==> config.mk <==
export PLATFORM = sky130hd
export DESIGN_NAME = ecfg_top
export DESIGN_NICKNAME = d
export VERILOG_FILES = /design/src/logic/ecfg_pkg.sv /design/src/logic/ecfg_mi_merge.sv /design/src/logic/ecfg_tx.sv /design/src/logic/ecfg_rx.sv /design/src/logic/ecfg_top.sv
export SDC_FILE = /design/constraint.sdc
export NUM_CORES = 1
export LEC_CHECK = 0
export ABC_AREA = 1
export BUFFER_PORTS_ARGS = -buffer_cell sky130_fd_sc_hd__buf_4
export CORE_ASPECT_RATIO = 0.6
export CORE_UTILIZATION = 54
export CTS_CLUSTER_SIZE = 24
export DETAILED_ROUTE_END_ITERATION = 16
export PLACE_DENSITY = 0.84
export SETUP_SLACK_MARGIN = 0.4
export SYNTH_ARGS = -nofsm -noshare
export SYNTH_HDL_FRONTEND = slang
export SYNTH_SLANG_ARGS = --single-unit
==> constraint.sdc <==
create_clock -name clk -period 8.2 [get_ports clk]
set_input_delay 1.64 -clock clk [delete_from_list [all_inputs] [get_ports clk]]
set_output_delay 1.64 -clock clk [all_outputs]
set_load 0.005 [all_outputs]
==> src/logic/ecfg_pkg.sv <==
// shared address map, reset values and types of the elink config block
// word index is mi_addr[7:2] and word index bit 3 picks the rx region
// only word indices 0 to 15 are mapped
`default_nettype none

package ecfg_pkg;

   // ##################################################
   // widths that carry a meaning
   // ##################################################
   typedef logic [7:0]  mi_addr_t;   // byte address, bits 1:0 ignored
   typedef logic [31:0] mi_data_t;
   typedef logic [2:0]  reg_idx_t;   // register within a region
   typedef logic [11:0] chipid_t;
   typedef logic [3:0]  ctrlmode_t;  // emesh ctrlmode tag
   typedef logic [8:0]  gpio_t;
   typedef logic [15:0] status_t;    // low bits sticky

   localparam int TX_CFG_W = 11;
   localparam int RX_CFG_W = 7;
   localparam int STICKY_W = 3;      // sticky low status bits

   // word index address map
   localparam logic [5:0] ETX_CFG    = 6'd0;
   localparam logic [5:0] ETX_STATUS = 6'd1;
   localparam logic [5:0] ETX_GPIO   = 6'd2;
   localparam logic [5:0] E_CHIPID   = 6'd3;
   localparam logic [5:0] E_VERSION  = 6'd4;   // read only
   localparam logic [5:0] ERX_CFG    = 6'd8;
   localparam logic [5:0] ERX_STATUS = 6'd9;
   localparam logic [5:0] ERX_GPIO   = 6'd10;  // read only
   localparam logic [5:0] ERX_OFFSET = 6'd11;

   localparam chipid_t DEFAULT_CHIPID = 12'h808;
   localparam logic [15:0] ECFG_VERSION = 16'h0102;

   // mode field encodings
   localparam logic [1:0] REMAP_ON = 2'b01;
   localparam logic [1:0] OUT_GPIO = 2'b01;
   localparam logic [1:0] OUT_TP   = 2'b10;   // 1/0 test pattern

   // one access as one register file sees it
   typedef struct packed {
      logic     en;
      logic     we;
      reg_idx_t idx;
      mi_data_t din;
   } mi_req_t;

   typedef struct packed {
      logic      tx_enable;
      logic      mmu_enable;
      logic      remap_enable;
      ctrlmode_t ctrlmode;
      logic      ctrlmode_bypass;
      logic      gpio_enable;      // tx pins forced to gpio_data
      logic      tp_enable;
      gpio_t     gpio_data;
      chipid_t   chipid;
   } tx_ctrl_t;

   typedef struct packed {
      logic       rx_enable;
      logic       mmu_enable;
      logic       remap_enable;
      logic [1:0] filter_mode;
      logic       test_mode;
      mi_data_t   remap_offset;
   } rx_ctrl_t;

   // set wins over a write-one clear in the same cycle
   function automatic logic [STICKY_W-1:0] sticky_next(input logic [STICKY_W-1:0] cur,
                                                       input logic [STICKY_W-1:0] set,
                                                       input logic [STICKY_W-1:0] clr);
      return (cur & ~clr) | set;
   endfunction

endpackage

`default_nettype wire

==> src/logic/ecfg_mi_merge.sv <==
// region decode and read reply merge for the mi port
// word indices 16 and up reach neither register file and read zero
`timescale 1ns/1ps
`default_nettype none

module ecfg_mi_merge (
   input  wire                 clk,
   input  wire                 reset,
   input  wire                 mi_en,      // single cycle strobe
   input  wire                 mi_we,
   input  wire ecfg_pkg::mi_addr_t  mi_addr,
   input  wire ecfg_pkg::mi_data_t  mi_din,
   output ecfg_pkg::mi_req_t   tx_req,
   output ecfg_pkg::mi_req_t   rx_req,
   input  wire ecfg_pkg::mi_data_t  tx_rd_data,
   input  wire ecfg_pkg::mi_data_t  rx_rd_data,
   output ecfg_pkg::mi_data_t  mi_dout,
   output logic                mi_rvalid
);

   import ecfg_pkg::*;

   logic [5:0] word_idx;
   logic       in_map;   // word index 0 to 15
   logic       is_rx;    // region bit

   assign word_idx = mi_addr[7:2];
   assign in_map   = (word_idx[5:4] == 2'b00);
   assign is_rx    = (word_idx[3] == ERX_CFG[3]);

   // same payload to both, en picks the region
   always_comb begin
      tx_req     = '0;
      tx_req.en  = mi_en & in_map & ~is_rx;
      tx_req.we  = mi_we;
      tx_req.idx = word_idx[2:0];
      tx_req.din = mi_din;
      rx_req     = tx_req;
      rx_req.en  = mi_en & in_map & is_rx;
   end

   // every read answers one cycle later, mapped or not
   always_ff @(posedge clk or posedge reset) begin
      if (reset) begin
         mi_rvalid <= 1'b0;
      end else begin
         mi_rvalid <= mi_en & ~mi_we;
      end
   end

   assign mi_dout = tx_rd_data | rx_rd_data;  // idle side is zero

endmodule

`default_nettype wire

==> src/logic/ecfg_tx.sv <==
// tx register file, req.en must only be set for tx region accesses
// version reads ECFG_VERSION and ignores writes
// rd_data is zero in every cycle not following a read
`timescale 1ns/1ps
`default_nettype none

module ecfg_tx (
   input  wire                clk,
   input  wire                reset,
   input  wire ecfg_pkg::mi_req_t  req,        // tx region access
   input  wire ecfg_pkg::status_t  tx_status,  // live etx status
   output ecfg_pkg::mi_data_t rd_data,         // registered reply
   output ecfg_pkg::tx_ctrl_t tx_ctrl
);

   import ecfg_pkg::*;

   logic [TX_CFG_W-1:0] cfg_q;
   gpio_t               gpio_q;
   chipid_t             chipid_q;
   logic [STICKY_W-1:0] sticky_q;
   logic [STICKY_W-1:0] sticky_clr;

   logic wr_en;
   logic rd_en;
   logic wr_cfg;
   logic wr_status;
   logic wr_gpio;
   logic wr_chipid;

   // ##################################################
   // write decode
   // ##################################################
   assign wr_en = req.en & req.we;
   assign rd_en = req.en & ~req.we;

   assign wr_cfg    = wr_en & (req.idx == ETX_CFG[2:0]);
   assign wr_status = wr_en & (req.idx == ETX_STATUS[2:0]);
   assign wr_gpio   = wr_en & (req.idx == ETX_GPIO[2:0]);
   assign wr_chipid = wr_en & (req.idx == E_CHIPID[2:0]);

   // ones written to status clear sticky bits
   assign sticky_clr = wr_status ? req.din[STICKY_W-1:0] : '0;

   // ##################################################
   // registers
   // ##################################################
   always_ff @(posedge clk or posedge reset) begin
      if (reset) begin
         cfg_q    <= '0;
         gpio_q   <= '0;
         chipid_q <= DEFAULT_CHIPID;
         sticky_q <= '0;
      end else begin
         if (wr_cfg) begin
            cfg_q <= req.din[TX_CFG_W-1:0];
         end
         if (wr_gpio) begin
            gpio_q <= gpio_t'(req.din);  // low 9 bits
         end
         if (wr_chipid) begin
            chipid_q <= chipid_t'(req.din);
         end
         sticky_q <= sticky_next(sticky_q, tx_status[STICKY_W-1:0], sticky_clr);
      end
   end

   // field decode of the config word
   always_comb begin
      tx_ctrl                 = '0;
      tx_ctrl.tx_enable       = cfg_q[0];
      tx_ctrl.mmu_enable      = cfg_q[1];
      tx_ctrl.remap_enable    = (cfg_q[3:2] == REMAP_ON);
      tx_ctrl.ctrlmode        = cfg_q[7:4];
      tx_ctrl.ctrlmode_bypass = cfg_q[8];
      tx_ctrl.gpio_enable     = (cfg_q[10:9] == OUT_GPIO);
      tx_ctrl.tp_enable       = (cfg_q[10:9] == OUT_TP);  // 11 drives neither
      tx_ctrl.gpio_data       = gpio_q;
      tx_ctrl.chipid          = chipid_q;
   end

   // ##################################################
   // readback mux, one cycle latency
   // ##################################################
   always_ff @(posedge clk or posedge reset) begin
      if (reset) begin
         rd_data <= '0;
      end else if (rd_en) begin
         case (req.idx)
            ETX_CFG[2:0]: begin
               rd_data <= mi_data_t'(cfg_q);
            end
            ETX_STATUS[2:0]: begin
               // upper bits read live
               rd_data <= mi_data_t'({tx_status[15:STICKY_W], sticky_q});
            end
            ETX_GPIO[2:0]:  rd_data <= mi_data_t'(gpio_q);
            E_CHIPID[2:0]:  rd_data <= mi_data_t'(chipid_q);
            E_VERSION[2:0]: rd_data <= mi_data_t'(ECFG_VERSION);
            default:        rd_data <= '0;  // unmapped
         endcase
      end else begin
         rd_data <= '0;  // keeps the merge OR clean
      end
   end

endmodule

`default_nettype wire

==> src/logic/ecfg_rx.sv <==
// rx register file, req.en must only be set for rx region accesses
// gpio register reads rx_gpio as sampled one cycle earlier, writes ignored
`timescale 1ns/1ps
`default_nettype none

module ecfg_rx (
   input  wire                clk,
   input  wire                reset,
   input  wire ecfg_pkg::mi_req_t  req,        // rx region access
   input  wire ecfg_pkg::status_t  rx_status,  // live erx status
   input  wire ecfg_pkg::gpio_t    rx_gpio,    // rx pins
   output ecfg_pkg::mi_data_t rd_data,
   output ecfg_pkg::rx_ctrl_t rx_ctrl
);

   import ecfg_pkg::*;

   logic [RX_CFG_W-1:0] cfg_q;
   mi_data_t            offset_q;   // remap offset
   logic [STICKY_W-1:0] sticky_q;
   logic [STICKY_W-1:0] sticky_clr;
   gpio_t               gpio_q;     // pin sample

   logic wr_en;
   logic rd_en;
   logic wr_cfg;
   logic wr_status;
   logic wr_offset;

   // ##################################################
   // write decode
   // ##################################################
   assign wr_en = req.en & req.we;
   assign rd_en = req.en & ~req.we;

   assign wr_cfg    = wr_en & (req.idx == ERX_CFG[2:0]);
   assign wr_status = wr_en & (req.idx == ERX_STATUS[2:0]);
   assign wr_offset = wr_en & (req.idx == ERX_OFFSET[2:0]);

   assign sticky_clr = wr_status ? req.din[STICKY_W-1:0] : '0;

   // ##################################################
   // registers
   // ##################################################
   always_ff @(posedge clk or posedge reset) begin
      if (reset) begin
         cfg_q    <= '0;
         offset_q <= '0;
         sticky_q <= '0;
      end else begin
         if (wr_cfg) begin
            cfg_q <= req.din[RX_CFG_W-1:0];
         end
         if (wr_offset) begin
            offset_q <= req.din;  // full 32 bits
         end
         sticky_q <= sticky_next(sticky_q, rx_status[STICKY_W-1:0], sticky_clr);
      end
   end

   // free running pin sample
   always_ff @(posedge clk) begin
      gpio_q <= rx_gpio;
   end

   always_comb begin
      rx_ctrl              = '0;
      rx_ctrl.rx_enable    = cfg_q[0];
      rx_ctrl.mmu_enable   = cfg_q[1];
      rx_ctrl.remap_enable = (cfg_q[3:2] == REMAP_ON);
      rx_ctrl.filter_mode  = cfg_q[5:4];
      rx_ctrl.test_mode    = cfg_q[6];
      rx_ctrl.remap_offset = offset_q;
   end

   // ##################################################
   // readback mux, one cycle latency
   // ##################################################
   always_ff @(posedge clk or posedge reset) begin
      if (reset) begin
         rd_data <= '0;
      end else if (rd_en) begin
         case (req.idx)
            ERX_CFG[2:0]: begin
               rd_data <= mi_data_t'(cfg_q);
            end
            ERX_STATUS[2:0]: begin
               rd_data <= mi_data_t'({rx_status[15:STICKY_W], sticky_q});
            end
            ERX_GPIO[2:0]:   rd_data <= mi_data_t'(gpio_q);
            ERX_OFFSET[2:0]: rd_data <= offset_q;
            default:         rd_data <= '0;
         endcase
      end else begin
         rd_data <= '0;
      end
   end

endmodule

`default_nettype wire

==> src/logic/ecfg_top.sv <==
// elink config block top with tx and rx register files behind one mi port
// no back-pressure, each read replies exactly one cycle after its strobe
`timescale 1ns/1ps
`default_nettype none

module ecfg_top (
   input  wire                 clk,
   input  wire                 reset,
   // mi port
   input  wire                 mi_en,
   input  wire                 mi_we,
   input  wire ecfg_pkg::mi_addr_t  mi_addr,
   input  wire ecfg_pkg::mi_data_t  mi_din,
   output ecfg_pkg::mi_data_t  mi_dout,
   output logic                mi_rvalid,
   // elink control and status
   output ecfg_pkg::tx_ctrl_t  tx_ctrl,
   output ecfg_pkg::rx_ctrl_t  rx_ctrl,
   input  wire ecfg_pkg::status_t   tx_status,
   input  wire ecfg_pkg::status_t   rx_status,
   input  wire ecfg_pkg::gpio_t     rx_gpio
);

   import ecfg_pkg::*;

   mi_req_t  tx_req;
   mi_req_t  rx_req;
   mi_data_t tx_rd_data;
   mi_data_t rx_rd_data;

   ecfg_mi_merge u_merge (
      .clk        (clk),
      .reset      (reset),
      .mi_en      (mi_en),
      .mi_we      (mi_we),
      .mi_addr    (mi_addr),
      .mi_din     (mi_din),
      .tx_req     (tx_req),
      .rx_req     (rx_req),
      .tx_rd_data (tx_rd_data),
      .rx_rd_data (rx_rd_data),
      .mi_dout    (mi_dout),
      .mi_rvalid  (mi_rvalid)
   );

   ecfg_tx u_tx (
      .clk       (clk),
      .reset     (reset),
      .req       (tx_req),
      .tx_status (tx_status),
      .rd_data   (tx_rd_data),
      .tx_ctrl   (tx_ctrl)
   );

   ecfg_rx u_rx (
      .clk       (clk),
      .reset     (reset),
      .req       (rx_req),
      .rx_status (rx_status),
      .rx_gpio   (rx_gpio),
      .rd_data   (rx_rd_data),
      .rx_ctrl   (rx_ctrl)
   );

endmodule

`default_nettype wire

==> metrics.yaml <==
drt:
  routed_wl_mm: 16.1
  drc: 0
  ant_nets: 0
  avgViaCountPerCell: 5.27
  drt_iter0_drc: 505
  num_vias: 5048
  dr.pass1.iters: 5
  wl_per_cell_um: 16.8
cells_and_area:
  fin_nets: 894
  final_cell_mix: "nand2_1 (245), buf_4 (186), dfrtp_1 (124), nor2_1 (63), o21ai_0 (40)"
  area_delta_synth_final_pct: 33.0
  utilization: 0.752
  drive_above_1_share: 0.311
  fill_cells: 711
  num_antenna_cells: 0
  final_common_cell: "nand2_1"
worst_hold_path:
  holdPathEnd: "u_tx.sticky_q[0]$_DFF_PP0_"
  hold_start: "u_tx.sticky_q[0]$_DFF_PP0_"
  hold_depth: 2
  hold_class: "reg -> reg"
logic_synthesis:
  syn-cell-area_um2: 5690
  synth_nets: 744
  synthDistinctLibCells: 24
  syn_area_per_cell_um2: 8.63
  ys_seq_elements: 135
  synthCells: 659
  yosys_warnings: 0
  ys_seq_area_frac: 0.586
placed_design:
  numPortBuffers: 184
  preCtsSetupSlack_ns: 3.80
  gp_congestion: 0.849
  post-dp-hpwl_mm: 10.6
global_route:
  grt_first_pass_wirelength_mm: 24.3
  grt_overflow_total: 0
  first_global_vias: 4702
  grt_max_degree: 79
  grtUsageTotal: 0.301
  antenna_found_initial: 0
worst_setup_path:
  cpPeakStageDelay_ns: 0.86
  end_kind: "flop"
  worstPathCellList: "buf_4, nor2_1, nand3_1, nor2_2, nand2_2, o21ai_0"
  crit_family: "simple AND/OR/NAND/NOR gates"
  setup.reg_to_reg.worst_slack_ns: 7.22
  cpMaxStageDelayCell: "nor2_2"
  crit_buf_inv: 1
  worstReg2RegStart: "u_tx.chipid_q[8]$_DFFE_PP0P_"
  setup.worst_path.start: "mi_addr[7]"
  crit_fanout: 44
  start_kind: "input pin"
  arrival_ns: 4.25
  r2r_end: "u_tx.rd_data[8]$_DFF_PP0_"
  crit_required_ns: 8.49
  rr_worst_depth: 4
  setup.worst_path.class: "in -> reg"
power_and_ir_drop:
  pwr_density_cell_nw_per_um2: 228
  p_leak_nw: 4.09
  peakVddDrop_v: 0.000170
cts:
  cts_buffers: 17
  cts_tree: "yes"
  cts-htree-levels: 4
  clk_latency_ns: 0.41
  cts_setup_buffers: 0
  root_buffer: "clkbuf_16"
  post_cts_resized: 0
  clockBufferDepth: 2
  clock-sinks: 135
  clkTransAtPathRegs_ns: 0.05
  hold_buffers: 0
sta:
  worst_pin_slew_ns: 1.11
  hold_viol: 0
  fin_crit_ns: 3.96
  maxSlewViolCount: 0
  relSlewSlack: 0.258
  setup_violations: 0
  tns_ns: 0
  fmax_mhz: 252
  rsz0062_at_grt: "no"
  fin_ws_ns: 4.24
  skew_ns: 0.00648
  fin_crit_sh: 0.484
floorplan:
  core_area_um2: 10100
  start_util: 0.566
  dieArea_um2: 11000
  num_io_pins: 187
  fp.dieH_um: 81.5
  row_count: 28
  die_w_um: 135
run_status:
  status: "complete, no violations"
flow_run:
  max-cap-violations: 0
## report_power, final
part	internal [mW]	leakage (nW)	switching, mW
clock	0.555	0.308	0.286
sequential	0.698	1.77	0.0276
combinational	0.0776	2.00	0.0791
total	1.33	4.09	0.393
## synthesized netlist by cell type
library cell  number  area (um2)
or2_2             16         100
clkbuf_2           1        5.00
o21ai_2            9        78.8
o21ai_1            2        10.0
nor2_1            63         236
buf_1              2        7.51
o21ai_0           40         200
inv_1             33         124
a21oi_1           10        50.1
clkbuf_1           6        22.5
nand2_2            2        12.5
dfstp_2            2        52.6
nand3_1           37         185
dfxtp_1            9         180
buf_4             28         210
buf_6              2        22.5
nor2_2             2        12.5
nor3_4             2        32.5
buf_2             16        80.1
nand2_4            1        11.3
nand4_1            3        18.8
inv_2              4        15.0
nand2_1          245         920
dfrtp_1          124        3100
## state kept, by name, indices dropped and copies added (netlist names), 7 cells and up
| name | count |
|---|---|
| u_rx.offset_q | 32 |
| u_tx.cfg_q | 11 |
| u_tx.rd_data | 16 |
| u_tx.gpio_q | 9 |
| u_tx.chipid_q | 12 |
| u_rx.rd_data | 32 |
| u_rx.gpio_q | 9 |
| u_rx.cfg_q | 7 |
## kinds of logic (layout without fill, tap and decap cells)
family,count (synthesis),in the layout,synth area share
flip-flops,135,135,0.586
AND/OR/NAND/NOR,371,371,0.269
buffers and inverters,92,255,0.0855
AO/OA/AOI/OAI,61,61,0.0596
## routing by layer
layer / share of wire / up-vias / track usage
met1: 0.43 / 2425 / 0.403
met2: 0.47 / 264 / 0.483
met5: 0 / - / 0
li1: - / 2329 / -
met3: 0.087 / 30 / 0.0741
met4: 0.016 / 0 / 0.116
## layout make-up
type	instances	area (um2)	area share
tap	135	169	0.0223
inverter	37	141	0.0187
timing repair buffer	186	1400	0.185
multi-input combinational	432	1870	0.247
clock inverter	12	199	0.0263
sequential	135	3340	0.441
clock buffer	20	457	0.0604
## how the worst max path moves through the flow
stage | to | depth (start not counted)
after detailed placement | u_rx.offset_q[3]$_DFFE_PP0P_ | 6
after CTS | u_rx.offset_q[1]$_DFFE_PP0P_ | 6
after floorplan | u_merge.mi_rvalid$_DFF_PP0_ | 1
after global placement | u_rx.offset_q[1]$_DFFE_PP0P_ | 6
after global routing | u_rx.offset_q[1]$_DFFE_PP0P_ | 6
final | u_rx.offset_q[1]$_DFFE_PP0P_ | 6
## tightest hold or removal path: stages (launching register included)
cell and delay [ns]:
dfrtp_1 0.34, nand2_1 0.06, nand2_1 0.05
## stage by stage
stage                     std cells  power [mW]  hold slack (ns)  cell area, um2
after floorplan                 659       0.797            0.442            5690
after global placement          925       0.883            0.455            6910
after detailed placement        925       0.891            0.467            6910
after CTS                       957        1.73            0.481            7570
after global routing            957        1.78            0.508            7570
final                           957        1.72            0.483            7570
Power figures use the tool's default switching activity.
